===== config.mk =====
export PLATFORM = sky130hd
export DESIGN_NAME = filterSequencer
export DESIGN_NICKNAME = d
export VERILOG_FILES = /design/src/source/mfMemoryPkg.sv /design/src/source/filterSequencer.sv
export VERILOG_INCLUDE_DIRS = /design/src /design/src/include
export SDC_FILE = /design/constraint.sdc
export NUM_CORES = 1
export LEC_CHECK = 0
export ABC_CLOCK_PERIOD_IN_PS = 2100
export BUFFER_PORTS_ARGS = -buffer_cell sky130_fd_sc_hd__buf_2
export CORE_AREA = 2 2 39 41
export CTS_CLUSTER_SIZE = 12
export DETAILED_ROUTE_END_ITERATION = 7
export DIE_AREA = 0 0 41 43
export SLEW_MARGIN = 10
export SYNTH_ARGS = -nofsm -noshare
export SYNTH_HDL_FRONTEND = slang
export SYNTH_SLANG_ARGS = --single-unit
export TNS_END_PERCENT = 100

===== constraint.sdc =====
create_clock -name clock -period 2.1 [get_ports clock]
set_clock_uncertainty 0.2 [all_clocks]
set_input_delay 0.525 -clock clock [delete_from_list [all_inputs] [get_ports clock]]
set_output_delay 0.525 -clock clock [all_outputs]
set_load 0.01 [all_outputs]

===== src/include/matchedFilter_defs.svh =====
`ifndef MATCHEDFILTER_DEFS_SVH
`define MATCHEDFILTER_DEFS_SVH

// width of one real sample component.
`define MF_DATA_WIDTH 18

// matched-filter length in complex taps.
`define MF_TAPS 16

// memory layout.
`define MF_ADDR_WIDTH 10
`define MF_COEFF_BASE 0
`define MF_DATA_BASE 64

// hilbert transformer coefficients and output scaling.
`define MF_HT_SHIFT 4
`define MF_HT_C1 10
`define MF_HT_C3 3

// arithmetic right shift applied to every FIR sum.
`define MF_OUT_SHIFT 12

`endif


===== src/source/mfMemoryPkg.sv =====
`include "matchedFilter_defs.svh"

package mfMemoryPkg;

	// coefficients use both halves, data samples only the low half.
	typedef logic [2 * `MF_DATA_WIDTH - 1:0] memWordT;
	typedef logic [`MF_ADDR_WIDTH - 1:0] memAddrT;

	typedef struct packed {
		logic valid;
		memAddrT address;
		memWordT word;
	} hostWriteT;

	typedef struct packed {
		logic valid;
		memAddrT address;
	} readRequestT;

	typedef enum logic [1:0] {
		idle,
		loadCoeff,
		streamData,
		drain
	} sequencerStateT;

endpackage


===== src/source/filterSequencer.sv =====
module filterSequencer (
	input logic clock,
	input logic arstN,
	input logic start,
	input logic coeffDone,
	input logic dataDone,
	output logic coeffStart,
	output logic dataStart,
	output logic busy,
	output logic done
);

	import mfMemoryPkg::*;

	sequencerStateT state;
	logic drainCount;

	// start is only looked at in idle, so a request while busy is dropped.
	assign busy = (state != idle);

	always_ff @(posedge clock or negedge arstN) begin
		if (!arstN) begin
			state <= idle;
			drainCount <= 1'b0;
			coeffStart <= 1'b0;
			dataStart <= 1'b0;
			done <= 1'b0;
		end else begin
			coeffStart <= 1'b0;
			dataStart <= 1'b0;
			done <= 1'b0;
			case (state)
				idle: begin
					if (start) begin
						state <= loadCoeff;
						coeffStart <= 1'b1;
					end
				end
				loadCoeff: begin
					if (coeffDone) begin
						state <= streamData;
						dataStart <= 1'b1;
					end
				end
				streamData: begin
					if (dataDone) begin
						state <= drain;
						drainCount <= 1'b0;
					end
				end
				drain: begin
					// hilbert, FIR and magnitude stages empty out here.
					if (drainCount) begin
						state <= idle;
						done <= 1'b1;
					end else begin
						drainCount <= 1'b1;
					end
				end
				default: begin
					state <= idle;
				end
			endcase
		end
	end

endmodule


==> results of run 1 <==
==> layout make-up <==
cell class                 count  share of cell area, %
sequential                     6                   36.1
multi-input combinational     18                   38.9
clock buffer                   3                   5.42
tap                           16                   4.82
timing repair buffer           9                   12.0
inverter                       3                   2.71
==> cell families (layout without fill, tap and decap cells) <==
family / Yosys count / after routing / share of synthesized area, %
AOI/OAI and AO/OA: 2 / 2 / 5.42
adders and majority gates: 5 / 5 / 19.4
buffers and inverters: 3 / 15 / 3.49
DFF: 6 / 6 / 46.5
muxes: 3 / 3 / 10.9
and+or+nand+nor: 8 / 8 / 14.3
==> registers in the layout, summed over array words and instances (netlist names) <==
| register | flops |
|---|---|
| state | 2 |
| coeffStart | 1 |
| dataStart | 1 |
| done | 1 |
| drainCount | 1 |
==> critical path: cells and delay by family (launching register included) <==
family / cells / cell delay, ps
flops: 1 / 390
buf+inv: 3 / 310
fa+ha+maj: 1 / 190
==> stage by stage <==
stage          total power, W  hold slack [ps]  utilization [%]
3_3_place_gp         0.000474              156             27.7
4_1_cts              0.000592              295             30.0
6_report             0.000577              305             30.0
3_5_place_dp         0.000479              159             27.7
5_1_grt              0.000648              313             30.0
2_1_floorplan        0.000406             29.4                -
==> power by group through the flow <==
| stage | clock (W) | combinational [W] | sequential (W) |
|---|---|---|---|
| after floorplan | 0 | 0.000202 | 0.000204 |
| after global placement | 0 | 0.000274 | 0.000199 |
| after detailed placement | 0 | 0.000280 | 0.000199 |
| after CTS | 0.000111 | 0.000282 | 0.000198 |
| after global routing | 0.000118 | 0.000323 | 0.000207 |
| final | 0.000106 | 0.000274 | 0.000197 |
==> placed cells by master, fill, tap and decap left out, drive strengths merged <==
| cell | n |
|---|---|
| nor2 | 2 |
| nand2b | 3 |
| buf | 8 |
| mux2 | 1 |
| a21oi | 1 |
| mux2i | 2 |
| clkbuf | 3 |
| and2 | 3 |
| dlygate4sd3 | 1 |
| ha | 5 |
| o2111a | 1 |
| inv | 3 |
| dfrtp | 6 |
==> per-layer routing <==
layer / global-route usage [%] / up-vias / wire length [µm]
met5: 0 / - / 0
met4: 10.0 / 0 / 0
met3: 3.14 / 0 / 50
met2: 11.6 / 8 / 261
met1: 7.12 / 103 / 212
li1: - / 110 / -
==> what timing repair did <==
action	4_1_cts	5_1_grt
gates resized for setup	0	0
setup endpoints to repair	0	0
hold buffers	1	0
endpoints found under the hold margin	6	0
==> how the worst min path moves through the flow <==
| stage | from | end | slack [ps] |
|---|---|---|---|
| 6_report | coeffDone | dataStart$_DFF_PN0_ | 310 |
| 3_5_place_dp | arstN | done$_DFF_PN0_ | 160 |
| 3_3_place_gp | arstN | done$_DFF_PN0_ | 160 |
| 2_1_floorplan | arstN | coeffStart$_DFF_PN0_ | 30 |
| 5_1_grt | coeffDone | dataStart$_DFF_PN0_ | 310 |
| 4_1_cts | coeffDone | dataStart$_DFF_PN0_ | 300 |
==> reports/metrics.yaml, run 1 <==
flow_run:
  timing.max_cap.violations: 0
placement:
  dp_hpwl_um: 427
  placed_area_um2: 383
  place.port_buffers: 8
  gp_congestion: 0.597
  dp_slack_ps: 432
  dp.cells: 51
synthesis:
  syn_inst: 27
  ys_warn_count: 0
  yosysTopAreaCell: "dfrtp_1"
  synth.most_common_cell: "dfrtp_1"
  syn_avg_cell_area_um2: 12.0
  synthArstFlopShare_pct: 100
  synth_seq_cells: 6
  synthTopCellsByCount: "dfrtp_1 (6), ha_1 (5), inv_1 (3), nand2b_1 (3)"
  syn_area_um2: 323
  synth_edf_count: 0
  yosysUniqueCellTypes: 11
  synth_ff_type: "dfrtp_1"
  ys_seq_area_share_pct: 46.5
  synth_top_area_share_pct: 46.5
  synth_area_leaders: "dfrtp_1 (47%), ha_1 (19%), mux2i_1 (6.2%)"
  synth_nets: 37
power_and_ir_drop:
  pwr-share-comb_pct: 47.5
  internal-power_w: 0.000376
  power.switching_w: 0.000201
  switching_share_pct: 34.8
  peakVddDrop_mv: 0.224
  power_leakage_nw: 0.223
  seqPwrFrac_pct: 34.2
  powerDensity_nw_per_um2: 1390
  clockPowerShare_pct: 18.4
global_route:
  grtUsageTotal_pct: 8.05
  grt_antenna_before_repair: 0
  grt_max_degree: 7
  grt_pass1_wl_um: 869
  grt_pass1_vias: 228
  grt_remaining_overflow: 0
floorplanning:
  initial_core_util_pct: 23.3
  rows: 14
  die_h_um: 43
  die_w_um: 41
  core_um2: 1380
  io_pins: 9
  dieArea_um2: 1760
finish:
  regArea_um2: 150
  antenna_cells: 0
  multi_input_area_um2: 161
  final_cells: 55
  drive_gt1_share_pct: 35.9
  fin_area_um2: 415
  area_delta_synth_final_pct: 28.7
  layout.nets: 51
  nFillCells: 148
critical_path:
  slowest_delay_ps: 390
  path_common_cell: "inv_1"
  critPathLaunch: "state[0]$_DFFE_PN0P_"
  worst_ep_arrival_time_ps: 1130
  start_kind: "register"
  cp-end-kind: "output pin"
  required_ps: 1370
  path_cells: "inv_1 -> ha_1 -> inv_1 -> buf_2"
  crit_type: "reg2out"
  r2r_cells: 5
  r2r_slack_ps: 440
  cp-endpoint: "busy"
  r2r-end: "state[1]$_DFFE_PN0P_"
  slowest_stage: "dfrtp_1"
  reg2reg_from: "state[0]$_DFFE_PN0P_"
  path_max_fanout: 4
drt:
  post_drt_wl_per_cell_um: 9.53
  antenna_left: 0
  via_per_inst: 4.02
  drt-pass1-iter-count: 2
  wl_um: 524
  drtIter0Drc: 1
  via_count: 221
  drc: 0
sta:
  layout_min_cycle_time_ps: 1860
  worst_slew_pin_slew_ps: 124
  tns_ps: 0
  slew_headroom_pct: 91.5
  grt_setup_unrepaired: "false"
  final-max-slew-violation-count: 0
  hold_viol: 0
  timing.final.ws_setup_ps: 242
  finalSetupViolCount: 0
  max_freq_mhz: 538
  period_share_pct: 88.5
clock_network:
  cts_buffer_depth: 2
  cts_sinks: 6
  clk_latency_ps: 240
  numCtsBuffers: 3
  cts_tree: "built"
  clk_pin_slew_ps: 40
  post_cts_buffers: 0
  h-tree-depth: 1
  clockRootBuffer: "clkbuf_4"
min_path:
  min_path_type: "in2reg"
  whs_path_depth: 2
status:
  outcome: "finished clean"
Power figures use the tool's default switching activity.
==> run 2, diff against run 1 <==
- ABC_CLOCK_PERIOD_IN_PS: 2100 -> unset
- CELL_PAD_IN_SITES_DETAIL_PLACEMENT: unset -> 1
- CELL_PAD_IN_SITES_GLOBAL_PLACEMENT: unset -> 1
- MAX_ROUTING_LAYER: unset -> met4
- PLACE_DENSITY_LB_ADDON: unset -> 0.1
==> reports/metrics.yaml, run 2 (same netlist as run 1, synthesis figures left out) <==
status:
  outcome: "finished clean"
sta:
  final-max-slew-violation-count: 0
  period_share_pct: 89.3
  grt_setup_unrepaired: "false"
  worst_slew_pin_slew_ps: 118
  timing.final.ws_setup_ps: 224
  slew_headroom_pct: 91.9
  layout_min_cycle_time_ps: 1880
  hold_viol: 0
  max_freq_mhz: 533
  finalSetupViolCount: 0
  tns_ps: 0
finish:
  largest-register: "state"
  multi_input_area_um2: 161
  fin_area_um2: 415
  final_cell_mix: "buf_2 (8), dfrtp_1 (6), ha_1 (5)"
  drive_gt1_share_pct: 35.9
  antenna_cells: 0
  largest_reg_flops: 2
  layout.nets: 51
  final_common_cell: "buf_2"
  nFillCells: 163
  area_delta_synth_final_pct: 28.7
  final_cells: 55
  regArea_um2: 150
floorplanning:
  die_h_um: 43
  die_w_um: 41
  dieArea_um2: 1760
  initial_core_util_pct: 23.3
  rows: 14
  core_um2: 1380
  io_pins: 9
drt:
  drc: 0
  post_drt_wl_per_cell_um: 10.9
  wl_um: 597
  drtIter0Drc: 2
  via_count: 228
  antenna_left: 0
  via_per_inst: 4.15
  drt-pass1-iter-count: 2
critical_path:
  path_max_fanout: 4
  crit_type: "reg2out"
  r2r_cells: 5
  path_cells: "inv_1 -> ha_1 -> inv_1 -> buf_2"
  path_common_cell: "inv_1"
  cp-end-kind: "output pin"
  required_ps: 1370
  worst_ep_arrival_time_ps: 1150
  reg2reg_from: "state[0]$_DFFE_PN0P_"
  r2r_slack_ps: 430
  start_kind: "register"
  slowest_delay_ps: 400
  r2r-end: "state[1]$_DFFE_PN0P_"
  slowest_stage: "dfrtp_1"
clock_network:
  clk_pin_slew_ps: 50
  postCtsResizedCells: 0
  cts_buffer_depth: 2
  clk_latency_ps: 240
  cts_sinks: 6
  h-tree-depth: 1
  clockRootBuffer: "clkbuf_4"
  numCtsBuffers: 3
  cts_tree: "built"
min_path:
  worstHoldStart: "coeffDone"
  hold_path_end: "dataStart$_DFF_PN0_"
  whs_path_depth: 2
  min_path_type: "in2reg"
global_route:
  grt_remaining_overflow: 0
  grt_antenna_before_repair: 0
  grtUsageTotal_pct: 9.61
  grt_max_degree: 7
  grt_pass1_vias: 232
  grt_pass1_wl_um: 986
placement:
  dp_slack_ps: 422
  placed_area_um2: 383
  place.port_buffers: 8
  gp_congestion: 0.680
  dp.cells: 51
power_and_ir_drop:
  powerDensity_nw_per_um2: 1420
  peakVddDrop_mv: 0.387
  power_leakage_nw: 0.223
flow_run:
  timing.max_cap.violations: 0
[run 2: cell counts in the layout (fill, tap and decap cells not counted)]
Identical to the previous run, type by type.
[run 2: through the flow]
| step | util (%) | hold slack [ps] | total power (W) |
|---|---|---|---|
| floorplan | - | 29.4 | 0.000406 |
| global placement | 27.7 | 158 | 0.000477 |
| CTS | 30.0 | 298 | 0.000602 |
| finish | 30.0 | 307 | 0.000588 |
| global route | 30.0 | 311 | 0.000648 |
| detailed placement | 27.7 | 159 | 0.000488 |
[run 2: timing repair]
item / 4_1_cts / 5_1_grt
setup buffers: 0 / 0
endpoints found under the hold margin: 6 / 0
hold buffers: 1 / 0
[run 2: layout make-up]
class	count	share of cell area, %
clock buffers	3	5.42
multi-input cells	18	38.9
well taps	16	4.82
repair buffers	9	12.0
flip-flops and latches	6	36.1
inverters	3	2.71
[run 2: per-layer routing]
metal  up-vias  global-route usage [%]  share of wire (%)
li1        111                       -                  -
met1       109                    10.7                 43
met2         6                    11.3                 48
met3         2                    6.28                6.7
met4         0                    8.00                1.3
met5         -                       -                  0
[run 2: power breakdown]
group	internal (W)	switching, W	total, W
logic	0.000145	0.000136	0.000281
registers	0.000167	0.0000341	0.000201
clock network	0.0000647	0.0000416	0.000106
total	0.000376	0.000212	0.000588
[run 2: how the worst max path moves through the flow]
| stage | from | to | depth (start not counted) |
|---|---|---|---|
| final | state[0]$_DFFE_PN0P_ | busy | 4 |
| after CTS | state[0]$_DFFE_PN0P_ | busy | 4 |
| after global routing | state[0]$_DFFE_PN0P_ | busy | 4 |
| after detailed placement | state[0]$_DFFE_PN0P_ | state[1]$_DFFE_PN0P_ | 5 |
| after global placement | state[0]$_DFFE_PN0P_ | state[1]$_DFFE_PN0P_ | 5 |
| after floorplan | state[0]$_DFFE_PN0P_ | state[1]$_DFFE_PN0P_ | 5 |
[run 2: worst max-delay path, delay by kind of cell (launching register included)]
| kind | cells | cell delay, ps |
|---|---|---|
| DFF | 1 | 400 |
| adders and majority gates | 1 | 180 |
| buffers and inverters | 3 | 330 |
==> run 3, diff against run 2 <==
- CELL_PAD_IN_SITES_DETAIL_PLACEMENT: 1 -> 0
- CELL_PAD_IN_SITES_GLOBAL_PLACEMENT: 1 -> 2
==> reports/metrics.yaml, run 3 (same netlist as run 1, synthesis figures left out) <==
status:
  outcome: "finished clean"
finish:
  final_common_cell: "buf_2"
  antenna_cells: 0
  final_cell_mix: "buf_2 (8), dfrtp_1 (6), ha_1 (5)"
  largest_reg_flops: 2
  drive_gt1_share_pct: 35.9
  largest-register: "state"
  area_delta_synth_final_pct: 28.7
  layout.nets: 51
drt:
  wl_um: 562
  via_per_inst: 4.05
  via_count: 223
  post_drt_wl_per_cell_um: 10.2
  drc: 0
  drt-pass1-iter-count: 3
  antenna_left: 0
  drtIter0Drc: 2
clock_network:
  clockRootBuffer: "clkbuf_4"
  clk_pin_slew_ps: 40
  cts_tree: "built"
  clk_latency_ps: 240
  cts_sinks: 6
  cts_buffer_depth: 2
  numCtsBuffers: 3
  h-tree-depth: 1
flow_run:
  timing.max_cap.violations: 0
floorplanning:
  dieArea_um2: 1760
  die_h_um: 43
  initial_core_util_pct: 23.3
  rows: 14
  io_pins: 9
  core_um2: 1380
  die_w_um: 41
power_and_ir_drop:
  power_leakage_nw: 0.223
  peakVddDrop_mv: 0.410
  powerDensity_nw_per_um2: 1400
min_path:
  worstHoldStart: "coeffDone"
  min_path_type: "in2reg"
sta:
  final-max-slew-violation-count: 0
  period_share_pct: 88.3
  finalSetupViolCount: 0
  max_freq_mhz: 539
  slew_headroom_pct: 90.8
  tns_ps: 0
  worst_slew_pin_slew_ps: 134
  grt_setup_unrepaired: "false"
  hold_viol: 0
  layout_min_cycle_time_ps: 1850
  whs_ps: 309
critical_path:
  worst_ep_arrival_time_ps: 1130
  r2r_cells: 5
  required_ps: 1370
  slowest_stage: "dfrtp_1"
  cp-end-kind: "output pin"
  critPathLaunch: "state[0]$_DFFE_PN0P_"
  cp-endpoint: "busy"
  path_max_fanout: 4
  crit_type: "reg2out"
  slowest_delay_ps: 380
  path_cells: "inv_1 -> ha_1 -> inv_1 -> buf_2"
  r2r-end: "state[1]$_DFFE_PN0P_"
  reg2reg_from: "state[0]$_DFFE_PN0P_"
  path_common_cell: "inv_1"
  r2r_slack_ps: 440
  start_kind: "register"
placement:
  place.port_buffers: 8
  gp_congestion: 0.641
global_route:
  grt_pass1_wl_um: 986
  grtUsageTotal_pct: 9.25
  grt_max_degree: 7
  grt_antenna_before_repair: 0
  grt_pass1_vias: 247
  grt_remaining_overflow: 0
## run 3: cell counts in the layout (fill, tap and decap cells not counted)
Identical to the previous run, type by type.
## run 3: report_power, final
part | total [W] | internal (W) | switching (W)
Sequential | 0.000201 | 0.000167 | 0.0000343
Clock | 0.000102 | 0.0000644 | 0.0000379
Combinational | 0.000277 | 0.000145 | 0.000133
## run 3: how the worst min path moves through the flow
stage          slack (ps)  cells past startpoint                endpoint
6_report              310                      2     dataStart$_DFF_PN0_
3_3_place_gp          160                      1          done$_DFF_PN0_
5_1_grt               310                      2     dataStart$_DFF_PN0_
4_1_cts               300                      2     dataStart$_DFF_PN0_
2_1_floorplan          30                      0    coeffStart$_DFF_PN0_
3_5_place_dp          160                      1  drainCount$_DFFE_PN0P_
## run 3: layer usage
metal / global-route usage [%] / routed length (µm)
met1: 8.97 / 229
met5: - / 0
met4: 6.00 / 0
met2: 12.5 / 266
met3: 6.81 / 67
## run 3: cell type report
| type | count | area, µm² |
|---|---|---|
| clock buffers | 3 | 22.5 |
| repair buffers | 9 | 50.0 |
| inverters | 3 | 11.3 |
| well taps | 16 | 20.0 |
| flip-flops and latches | 6 | 150 |
| multi-input cells | 18 | 161 |
| fillers | 145 | 968 |
## run 3: through the flow
step	cell area (µm²)	util (%)	setup slack [ps]	power, W	instances
6_report	415	30.0	245	0.000581	55
5_1_grt	415	30.0	126	0.000653	55
4_1_cts	415	30.0	220	0.000597	55
3_5_place_dp	383	27.7	441	0.000487	51
3_3_place_gp	383	27.7	448	0.000478	51
2_1_floorplan	323	-	492	0.000406	27
## run 3: critical path: cells and delay by family (launching register included)
family | cells | cell delay, ps
buf+inv | 3 | 300
flops | 1 | 380
fa+ha+maj | 1 | 210
## run 3: repair_timing
item / in CTS / in global routing
hold endpoints to repair: 6 / 0
hold buffers: 1 / 0
buffers inserted: 0 / 0
gates resized for setup: 0 / 0
