## src/include/matchedFilter_defs.svh

```systemverilog
`ifndef MATCHEDFILTER_DEFS_SVH
`define MATCHEDFILTER_DEFS_SVH

// width of one real sample component.
`define MF_DATA_WIDTH 18

// matched-filter length in complex taps.
`define MF_TAPS 16

// memory layout.
`define MF_ADDR_WIDTH 10
`define MF_COEFF_BASE 0
`define MF_DATA_BASE 64

// hilbert transformer coefficients and output scaling.
`define MF_HT_SHIFT 4
`define MF_HT_C1 10
`define MF_HT_C3 3

// arithmetic right shift applied to every FIR sum.
`define MF_OUT_SHIFT 12

`endif

```

## src/source/mfSamplePkg.sv

```systemverilog
`include "matchedFilter_defs.svh"

package mfSamplePkg;

	// one signed real sample.
	typedef logic signed [`MF_DATA_WIDTH - 1:0] sampleT;

	// im sits in the upper half so a memory word casts straight onto it.
	typedef struct packed {
		sampleT im;
		sampleT re;
	} complexSampleT;

	// one component of a scaled FIR result.
	typedef logic signed [2 * `MF_DATA_WIDTH - 1:0] wideT;

	typedef struct packed {
		wideT im;
		wideT re;
	} complexResultT;

	// magnitude of a complex result.
	typedef logic [2 * `MF_DATA_WIDTH - 1:0] magnitudeT;

endpackage

```

## src/source/hilbertTransform.sv

```systemverilog
`include "matchedFilter_defs.svh"

module hilbertTransform (
	input logic clock,
	input logic arstN,
	input mfSamplePkg::sampleT sampleIn,
	input logic sampleValid,
	input logic clear,
	output mfSamplePkg::complexSampleT analyticOut,
	output logic analyticValid
);

	import mfSamplePkg::*;

	localparam int Length = 7;

	// history[0] is the sample one strobe back.
	sampleT history [0:Length - 2];
	sampleT window [0:Length - 1];
	logic signed [`MF_DATA_WIDTH + 7:0] imagSum;

	// the incoming sample plus the stored history form the seven-sample window.
	always_comb begin
		window[0] = sampleIn;
		for (int k = 1; k < Length; k++) begin
			window[k] = history[k - 1];
		end
	end

	// odd taps only, antisymmetric about the centre sample.
	assign imagSum = `MF_HT_C3 * (window[0] - window[6]) + `MF_HT_C1 * (window[2] - window[4]);

	always_ff @(posedge clock or negedge arstN) begin
		if (!arstN) begin
			for (int k = 0; k < Length - 1; k++) begin
				history[k] <= '0;
			end
			analyticValid <= 1'b0;
		end else begin
			analyticValid <= sampleValid;
			if (clear) begin
				// new run starts from zero history.
				for (int k = 0; k < Length - 1; k++) begin
					history[k] <= '0;
				end
			end else if (sampleValid) begin
				for (int k = 0; k < Length - 1; k++) begin
					history[k] <= window[k];
				end
			end
		end
	end

	always_ff @(posedge clock) begin
		if (sampleValid) begin
			analyticOut.re <= window[3];
			analyticOut.im <= sampleT'(imagSum >>> `MF_HT_SHIFT);
		end
	end

endmodule

```

## config.mk

```make
export PLATFORM = sky130hd
export DESIGN_NAME = hilbertTransform
export DESIGN_NICKNAME = d
export VERILOG_FILES = /design/src/source/mfSamplePkg.sv /design/src/source/hilbertTransform.sv
export VERILOG_INCLUDE_DIRS = /design/src /design/src/include
export SDC_FILE = /design/constraint.sdc
export NUM_CORES = 1
export LEC_CHECK = 0
export BUFFER_PORTS_ARGS = -buffer_cell sky130_fd_sc_hd__buf_2
export CAP_MARGIN = 40
export CELL_PAD_IN_SITES_DETAIL_PLACEMENT = 1
export CELL_PAD_IN_SITES_GLOBAL_PLACEMENT = 1
export CORE_MARGIN = 1.5
export CORE_UTILIZATION = 37
export DETAILED_ROUTE_END_ITERATION = 8
export HOLD_SLACK_MARGIN = 0.15
export PLACE_DENSITY_LB_ADDON = 0.1
export SYNTH_ARGS = -nofsm -noshare
export SYNTH_HDL_FRONTEND = slang
export SYNTH_SLANG_ARGS = --single-unit
```

## constraint.sdc

```tcl
create_clock -name clock -period 13.6 [get_ports clock]
set_input_delay 0.68 -clock clock [delete_from_list [all_inputs] [get_ports clock]]
set_output_delay 0.68 -clock clock [all_outputs]
set_load 0.01 [all_outputs]
```

==> impl.org, run 1 <==
** Run status
- The flow ran to the end, and the final reports show no timing, DRC or antenna violations.

** Synthesis
- Simple-Gate Fraction of Synth Area :: 0.107
- Counting every instance in the synthesized netlist gives 922.
- Of the synthesized area, sequential elements account for 0.400.
- Yosys mapped the design onto 59 distinct sky130hd cell types.
- Flip-flop and latch count after synthesis :: 145
- Share of flip-flops with an asynchronous set or reset :: 0.752
- Syn nets :: 1073
- In this run, synthesis inferred 36 flip-flops with an integrated enable.
- Yosys printed 0 warnings.
- After synthesis, the share of cell area in mux cells is 0.114.
- After synthesis, the largest family of logic cells by area is adder cells.
- Area of the mapped netlist :: 0.00952 mm²
- Of the total synthesized cell area, the portion taken by full adders, half adders and majority gates is 0.185.
- A synthesized cell averages 10.3 µm².
- Top_reg_cell synth :: sky130_fd_sc_hd__dfrtp_1
- Of the total synthesized cell area, the portion taken by XOR and XNOR cells is 0.0548.
- Post-synthesis compound-gate area fraction :: 0.0872

** STA
- Clock Skews :: 0.0213 ns
- Summed over all failing endpoints, the final setup total negative slack is 0 ns.
- The total count of hold-check failures in the final report is 0.
- Setup WS post-layout :: a little under 7 ns
- Final-report max-slew violation count :: 0
- Measured against its own limit, the worst slew margin works out to 0.599.
- Final Cycle Share :: 0.494
- Achievable clock frequency :: 149 MHz
- At the pin with the least slew margin, the transition time is 0.593 ns.
- After layout, the minimum clock period comes to ~6.7 ns.
- RSZ-0062 raised after global routing :: false
- Hold Worst Slack :: 0.236 ns
- Count of final setup violators :: 0

** Pwr
- Of the total power, the share spent switching nets is 0.369.
- The analysis attributes to net switching a power of slightly above 700 µW.
- Internal power summed over all cells :: approximately 1200 µW
- Clock group share of total power :: 0.242
- VDD IR-drop max :: 0.120 mV
- For this design the static power due to leakage is 0.00529 µW.
- Power density relative to cell area :: about 180 mW/mm²
- Proportion of power drawn by combinational gates :: 0.474
- Of the total power, registers draw 0.285.

** Worst setup path
- Maximum net fanout on the critical path :: 4
- Capture point of the worst reg-to-reg path :: analyticOut[35]$_DFFE_PP_
- Data required time at the worst endpoint :: 13.77 ns
- Cell with the largest stage delay on the worst path :: sky130_fd_sc_hd__or4_1
- Bufs and invs on worst path :: 3
- For this run, the slowest stage of the critical path takes approximately 0.55 ns.
- Tracing the worst setup path back leads to its startpoint at history[72]$_DFFE_PN0P_.
- STA classifies the critical path startpoint as a flop.
- Critical path class :: flop to flop
- Worst path top cell family by delay :: compound AO/OA/AOI/OAI gates
- Internal reg-to-reg setup slack :: roughly 7 ns
- Count of cells along the worst register-to-register path :: 27
- Crit path DAT :: a little under 7 ns
- Counting stages on the worst path, the most repeated cell is sky130_fd_sc_hd__ha_1.
- STA classifies the critical path endpoint as a flop.
- Reg-to-Reg Start :: history[72]$_DFFE_PN0P_

** Finish
- Fraction of layout instances using a drive strength above 1 :: 0.105
- Final nets :: 1129
- The sequential cells in the finished layout cover a total of 0.00381 mm².
- Total inserted antenna cells :: 0
- Area growth syn-to-layout :: 13.7%
- The filler cells instantiated in the layout total 2844.
- In the final layout, the multi-input gates occupy 0.00521 mm².

** Job
- The tool flagged a number of max-cap violations equal to 0.

** Floorplan
- Placeable core area :: approximately 0.025 mm²
- For this configuration, the core starts out at a cell density of 0.378.
- Die width :: 163 µm
- From bottom edge to top edge, the die measures 163 µm.
- Area enclosed by the die boundary :: 0.0267 mm²
- between 50 and 60 I/O pins were placed.
- The floorplan has 58 rows.

** Placed design
- Count of input and output buffers :: 58
- Prior to clock tree synthesis, the placed netlist has a worst setup slack of 6.85 ns.
- At the end of routability-driven placement, the weighted congestion stood at 0.766.
- The HPWL after detailed placement is 15600 µm.

** Routing
- Post-DRT Antenna Nets :: 0
- Routed via count divided by cell count :: 4.93
- Routed vias :: 6510
- After detailed routing, the total wire length is 20800 µm.
- The first detailed-routing pass ran for 5 iterations.
- DRC violation count after routing :: 0
- First DRT Iteration DRCs :: 249
- After detailed routing, the average wire length per cell comes to between 15 and 20 µm.

** Clock tree
- The tree is rooted in a sky130_fd_sc_hd__clkbuf_16.
- Post-CTS repair changed the size of 0 cells.
- CTS H-Tree Depth :: 4
- Clock tree buffer depth :: 2
- Counting every sink on the clock net gives 145.
- Post-CTS repair timing setup buffer count :: 0
- The number of clock buffers added by TritonCTS is 17.
- TritonCTS built the clock tree.
- Clock insertion delay at the later pin of the skew report :: 0.43 ns
- After clock tree synthesis, the clock-pin slew on the worst setup and hold paths is around 0.080 ns.
- Number of hold buffers added after cts :: 0

** GRT
- Entering global routing, the biggest net connects a little under 80 pins.
- After global routing the overflow that remains totals 0.
- Number of antenna violations at the first check in global routing :: 0
- The via count of the first global-routing pass was between 6k and 7k.
- The first global-routing pass estimated about 35000 µm of wire.
- GRT Total Usage :: 0.167

** Min path
- In this run the worst hold path is classified as input pin to asynchronous set/reset pin.
-- area by class of cell --
class	instances	area share
clock buffer	18	0.0397
clock inverter	14	0.0129
inverter	105	0.0364
multi-input combinational	645	0.481
sequential	145	0.352
tap	330	0.0382
timing repair buffer	64	0.0394
-- through the flow --
stage               power [µW]  utilization  cell area (µm²)  std cells
CTS                       1950        0.430            10800       1321
global route              2080        0.430            10800       1321
floorplan                 1270            -             9520        922
global placement          1450        0.403            10100       1285
detailed placement        1470        0.407            10300       1289
finish                    1910        0.430            10800       1321
-- worst max-delay path by stage --
stage | endpoint | slack (ns) | cells past startpoint
3_5_place_dp | analyticOut[35]$_DFFE_PP_ | 6.85 | 27
6_report | analyticOut[35]$_DFFE_PP_ | 6.88 | 27
3_3_place_gp | analyticOut[35]$_DFFE_PP_ | 6.95 | 26
4_1_cts | analyticOut[35]$_DFFE_PP_ | 6.82 | 27
5_1_grt | analyticOut[35]$_DFFE_PP_ | 6.30 | 29
2_1_floorplan | analyticOut[35]$_DFFE_PP_ | 7.52 | 26
-- registers in the layout (all words and copies together) (netlist names) --
signal and cells:
analyticOut 36, analyticValid 1, history 108
-- power by group through the flow --
stage / clock network [µW] / logic, µW / registers [µW]
floorplan: 0 / 702 / 571
global placement: 0 / 896 / 553
detailed placement: 0 / 915 / 554
CTS: 478 / 925 / 546
global route: 494 / 1040 / 549
finish: 463 / 906 / 545
-- cells by family after synthesis --
| group | count (synthesis) |
|---|---|
| adder cells (fa/ha/maj) | 129 |
| XOR/XNOR | 58 |
| AND/OR/NAND/NOR | 225 |
| flip-flops | 145 |
| multiplexers | 108 |
| AO/OA/AOI/OAI | 125 |
| buffers and inverters | 132 |
-- synth_stat cells, drive strengths merged (4+ instances only) --
library cell / instances / area (µm²)
o21a: 10 / 75.1
dfrtp: 109 / 2730
nand2: 21 / 78.8
nand2b: 5 / 31.3
a31oi: 4 / 25.0
a21o: 8 / 60.1
and3: 5 / 41.3
and2: 4 / 25.0
inv: 105 / 394
xor2: 14 / 123
a21oi: 42 / 210
nor2b: 12 / 75.1
mux2i: 108 / 1080
nor2: 139 / 522
ha: 109 / 1360
xnor2: 43 / 377
a21boi: 4 / 30.0
o21ai: 27 / 139
edfxtp: 36 / 1080
fa: 20 / 400
buf: 10 / 38.8
nor3: 12 / 60.1
o21bai: 6 / 45.0
nand3: 9 / 45.0
clkbuf: 17 / 63.8
-- cells in the final DEF (no fill, tap or decap), types with 3 or more instances in the layout --
cell type	Yosys	routed
sky130_fd_sc_hd__and3_1	3	3
sky130_fd_sc_hd__nor2_1	139	139
sky130_fd_sc_hd__nand3_1	9	9
sky130_fd_sc_hd__fa_1	20	20
sky130_fd_sc_hd__a21o_1	8	8
sky130_fd_sc_hd__nand2_1	21	21
sky130_fd_sc_hd__nor2b_1	12	12
sky130_fd_sc_hd__mux2i_1	108	108
sky130_fd_sc_hd__buf_4	0	4
sky130_fd_sc_hd__dfrtp_1	109	109
sky130_fd_sc_hd__o21a_1	10	10
sky130_fd_sc_hd__o21ai_0	26	26
sky130_fd_sc_hd__edfxtp_1	36	36
sky130_fd_sc_hd__a21boi_0	4	4
sky130_fd_sc_hd__o21bai_1	6	6
sky130_fd_sc_hd__buf_2	1	55
sky130_fd_sc_hd__nor4_1	3	3
sky130_fd_sc_hd__ha_1	109	109
sky130_fd_sc_hd__nand2b_1	5	5
sky130_fd_sc_hd__and2_1	4	4
sky130_fd_sc_hd__nor3_1	12	12
sky130_fd_sc_hd__xor2_1	14	14
sky130_fd_sc_hd__buf_16	0	4
sky130_fd_sc_hd__clkbuf_16	0	17
sky130_fd_sc_hd__nand4_1	3	3
sky130_fd_sc_hd__inv_6	0	6
sky130_fd_sc_hd__inv_1	105	105
sky130_fd_sc_hd__a21oi_1	42	42
sky130_fd_sc_hd__xnor2_1	43	43
sky130_fd_sc_hd__o31ai_1	3	3
sky130_fd_sc_hd__a31oi_1	4	4
-- per-layer routing --
metal,vias to the layer above,GRT usage,wire length (µm)
met5,-,0,0
met1,3177,0.259,11600
met3,14,0.0226,325
met4,0,0.0488,223
met2,50,0.238,8680
li1,3269,-,-
Power figures use the tool's default switching activity.
==> run 2, diff against run 1 <==
- ABC_AREA: default -> 1
- clock period: 13.6 -> 6.8 ns (I/O delays scaled with it)
==> impl.org, run 2 <==
** Pwr
- Leakage :: 0.00556 µW (+5.3%)
- The worst ir drop on vdd is 0.155 mV (+29%).
- Power density relative to cell area :: 393 mW/mm² (+120%)
- The total power draw is 4440 µW (+130%).

** Synthesis
- The fraction of synthesized cell area taken by the top area cell type is 0.273 (-0.0137).
- The post-synthesis register bit count was 145 (unchanged).
- After synthesis, the largest family of logic cells by area is simple AND/OR/NAND/NOR gates.
- Mean instance size in the synthesized netlist :: 8.34 µm² (-19%)
- Post-synthesis compound-gate area fraction :: 0.121 (+0.0340)
- sky130_fd_sc_hd__nand2_1 is the most common cell in the netlist.
- Simple-Gate Fraction of Synth Area :: 0.195 (+0.0884)
- Top cell types by occurrence after synthesis :: sky130_fd_sc_hd__nand2_1 (268), sky130_fd_sc_hd__inv_1 (158), sky130_fd_sc_hd__dfrtp_1 (109), sky130_fd_sc_hd__ha_1 (109), sky130_fd_sc_hd__nand3_1 (109)
- Top_reg_cell synth :: sky130_fd_sc_hd__dfrtp_1
- Dominant cells by area after synthesis :: sky130_fd_sc_hd__dfrtp_1 (27%), sky130_fd_sc_hd__ha_1 (14%), sky130_fd_sc_hd__edfxtp_1 (11%)
- Count of flip-flops with a built-in enable after synthesis :: 36 (unchanged)
- The synthesized-area fraction occupied by adder cells is 0.177 (-0.00889).
- The fraction of synthesized area in multiplexers was 0 (-0.114).
- The number of library cell types mapped by synthesis was 42 (-29%).
- The number of warnings printed during yosys synthesis is 0 (unchanged).
- Sequential fraction of the synthesis area :: 0.381 (-0.0192)
- The total standard cell area after synthesis is 0.00999 mm² (+5.0%).
- Share of the synthesized netlist area taken by xor and xnor gates :: 0.0535 (-0.00138)
- The synthesized instance count was 1198 (+30%).
- The synthesized design spends more area on one cell type than any other, namely sky130_fd_sc_hd__dfrtp_1.
- The total nets after synthesis came to 1349 (+26%).
- The share of synthesized registers carrying an async set or reset came to 0.752 (unchanged).

** STA
- Count of final setup violators :: 0 (unchanged)
- The slew of the pin with the lowest slew margin came to 0.839 ns (+0.245 ns).
- The total count of hold-check failures in the final report is 0 (unchanged).
- RSZ-0062 raised after global routing :: false
- Clock Skews :: 0.0162 ns (-0.00505 ns)
- The timing-limited maximum frequency is 173 MHz (+16%).
- Setup total negative slack :: 0 ns (unchanged)
- Final Cycle Share :: 0.851 (+0.358)
- Slew HR :: 0.441 (-0.158)
- Final critical path time including I/O delays and setup :: 5.79 ns (-0.926 ns)
- The count of final max-slew check failures was 0 (unchanged).

** Finish
- The area growth from synthesis to layout is 12.9%.
- Most frequent standard cell in the layout excluding fill and tap cells :: sky130_fd_sc_hd__nand2_1
- The final net count came to 1401 (+24%).
- The largest registers in the layout are history: 108 flops, analyticOut: 36 flops, analyticValid: 1 flops.
- Final instance area :: 0.0113 mm² (+4.3%)
- The fraction of the core area covered by cells at the end of the flow came to 0.429 (about the same).
- The library cells used most frequently in the layout, excluding fill and tap cells, are sky130_fd_sc_hd__nand2_1 (268), sky130_fd_sc_hd__inv_1 (157), sky130_fd_sc_hd__nand3_1 (109), sky130_fd_sc_hd__ha_1 (109), sky130_fd_sc_hd__dfrtp_1 (109).
- The number of flip-flops in the largest register came to 108 (unchanged).
- Total inserted antenna cells :: 0 (unchanged)
- Fraction of layout instances using a drive strength above 1 :: 0.103 (-0.00201)
- Counting flops per register, the top entry is history.

** Min path
- Along the worst hold path, the cell count comes to 3.
- Hold path startpoint :: sampleIn[7]
- The path with the worst hold slack has its endpoint at history[97]$_DFFE_PN0P_.
- The path class of the tightest hold or removal check is input pin to flop.

** Clock tree
- Post-CTS sizing :: 0 (unchanged)
- Total clock sinks :: 145 (unchanged)
- The clock latency reported for the late side of the worst-skew pair is 0.44 ns (about the same).
- The root buffer cell chosen for the clock tree is sky130_fd_sc_hd__clkbuf_16.
- The clock tree buffer depth was 2 (unchanged).
- TritonCTS built the clock tree.
- Post-CTS repair timing setup buffer count :: 0 (unchanged)
- The clock-pin slew on the worst setup and hold paths was 0.08 ns (about the same).
- The hold buffer count at cts is 1 (+1).
- CTS H-Tree Depth :: 4 (unchanged)
- The number of buffers added by the clock tree synthesis step is 17 (unchanged).

** Worst setup path
- The worst setup path is launched from a flop.
- The critical path buffer and inverter count came to 4 (+1).
- In this run the worst setup path begins at history[72]$_DFFE_PN0P_.
- Reg-to-Reg Start :: history[72]$_DFFE_PN0P_
- The maximum cell stage delay along the critical path was 0.49 ns (-0.06 ns).
- The data arrival time of the critical path was 5.98 ns (-0.90 ns).
- The worst-case reg-to-reg path depth is 29 (+7.4%).
- Cell with the largest stage delay on the worst path :: sky130_fd_sc_hd__fa_1
- Maximum net fanout on the critical path :: 5 (+1)
- Setup crit end kind :: flop
- The worst register-to-register path ends at analyticOut[34]$_DFFE_PP_.
- Critical path class :: flop to flop
- Among cell families on the critical path, the largest total delay comes from adder cells.
- The data required time of the worst path came to 6.99 ns (-6.78 ns).
- Internal reg-to-reg setup slack :: 1.01 ns (-5.87 ns)

** Floorplan
- The number of I/O pins came to 59 (unchanged).
- The die footprint was 0.0280 mm² (+4.9%).
- The placeable core region is 0.0263 mm² (+4.4%).
- The floorplan die width came to 167 µm (+2.4%).
- Total number of placement rows :: 59 (+1.7%)
- The die outline height is 167 µm (+2.4%).
- The initial standard-cell utilization of the core came to 0.380 (+0.00244).

** Routing
- The first-pass detailed-route iteration total is 6 (+1).
- The final antenna-violating net count came to 0 (unchanged).
- Routed vias :: 8251 (+27%)
- The count of routing violations after the opening detailed-route iteration came to 329 (+32%).
- DRC violation count after routing :: 0 (unchanged)
- Routed via count divided by cell count :: 5.16 (+4.8%)
- Avg WL per Cell :: 18.2 µm (+15%)
- Final wirelength :: 29000 µm (+40%)

** GRT
- Vias in the first global route :: 8839 (+31%)
- The all-layer global routing usage was 0.217 (+0.0496).
- The overall overflow remaining after global route was 0 (unchanged).
- Largest net degree at the start of global routing :: 81 (+2.5%)
- The global-route wire length before repair is 47800 µm (+37%).
- Number of antenna violations at the first check in global routing :: 0 (unchanged)

** Run status
- The flow ran to the end, and the final reports show no timing, DRC or antenna violations.

** Placed design
- The total cell area at the placement stage is 0.0107 mm² (+4.0%).
- Routability Congestion :: 0.881 (+15%)
- The HPWL after detailed placement was 22300 µm (+43%).
- The quantity of I/O buffers inserted on ports is 58 (unchanged).

** Job
- Maxcap violations :: 0 (unchanged)
==> run 2: changes by cell type in the layout (fill, tap and decap cells not counted), sizes merged, moves of 24 or more <==
cell,previous run,this run
nor2,139,48
xor2,14,42
o21ai,27,111
mux2i,108,0
inv,113,168
nand3,9,111
nand2,21,272
xnor2,43,19
a21oi,42,71
==> run 2: logic make-up (layout without fill, tap and decap cells) <==
kind of cell | after synthesis | count (layout)
fa+ha+maj | 129 | 129
compound gates | 213 | 213
simple gates | 456 | 456
buf+inv | 194 | 259
flops | 145 | 145
xor+xnor | 61 | 61
==> run 2: routing by layer <==
metal	wire, µm	global-route usage	up-vias	share of wire
met5	0	0	-	0
met4	399	0.0529	0	0.014
met3	475	0.0255	20	0.016
met2	14000	0.368	77	0.48
met1	14200	0.294	4083	0.49
li1	-	-	4071	-
==> run 2: worst max path at each step <==
stage / end / slack (ns) / cells past startpoint
6_report: analyticOut[34]$_DFFE_PP_ / 1.01 / 29
5_1_grt: analyticOut[35]$_DFFE_PP_ / 0.53 / 33
3_5_place_dp: analyticOut[34]$_DFFE_PP_ / 0.99 / 29
4_1_cts: analyticOut[34]$_DFFE_PP_ / 0.98 / 29
2_1_floorplan: analyticOut[34]$_DFFE_PP_ / 1.82 / 29
3_3_place_gp: analyticOut[34]$_DFFE_PP_ / 1.10 / 29
==> run 2: power breakdown <==
part / switching [µW] / leakage, µW / internal [µW]
registers: 22.7 / 0.00186 / 1070
clock network: 483 / 0.000297 / 500
logic: 1500 / 0.00340 / 862
==> run 2: area by class of cell <==
class,count,area (µm²)
clock buffer,17,425
sequential,145,3810
multi-input combinational,859,5470
clock inverter,15,184
tap,335,419
inverter,161,604
timing repair buffer,66,378
fill,3167,15000
==> run 2: worst reg2reg max path: cells and delay by family (launching register included) <==
family,cells,cell delay (ns)
simple gates,11,1.23
flops,1,0.36
fa+ha+maj,6,2.07
compound gates,5,1.06
xor+xnor,3,0.54
buf+inv,4,0.27
==> run 2: through the flow <==
stage | std cells | setup slack, ns | hold slack (ns)
detailed placement | 1565 | 0.992 | 0.399
global route | 1598 | 0.529 | 0.201
finish | 1598 | 1.01 | 0.175
floorplan | 1198 | 1.82 | 0.0444
global placement | 1564 | 1.10 | 0.396
CTS | 1598 | 0.979 | 0.171
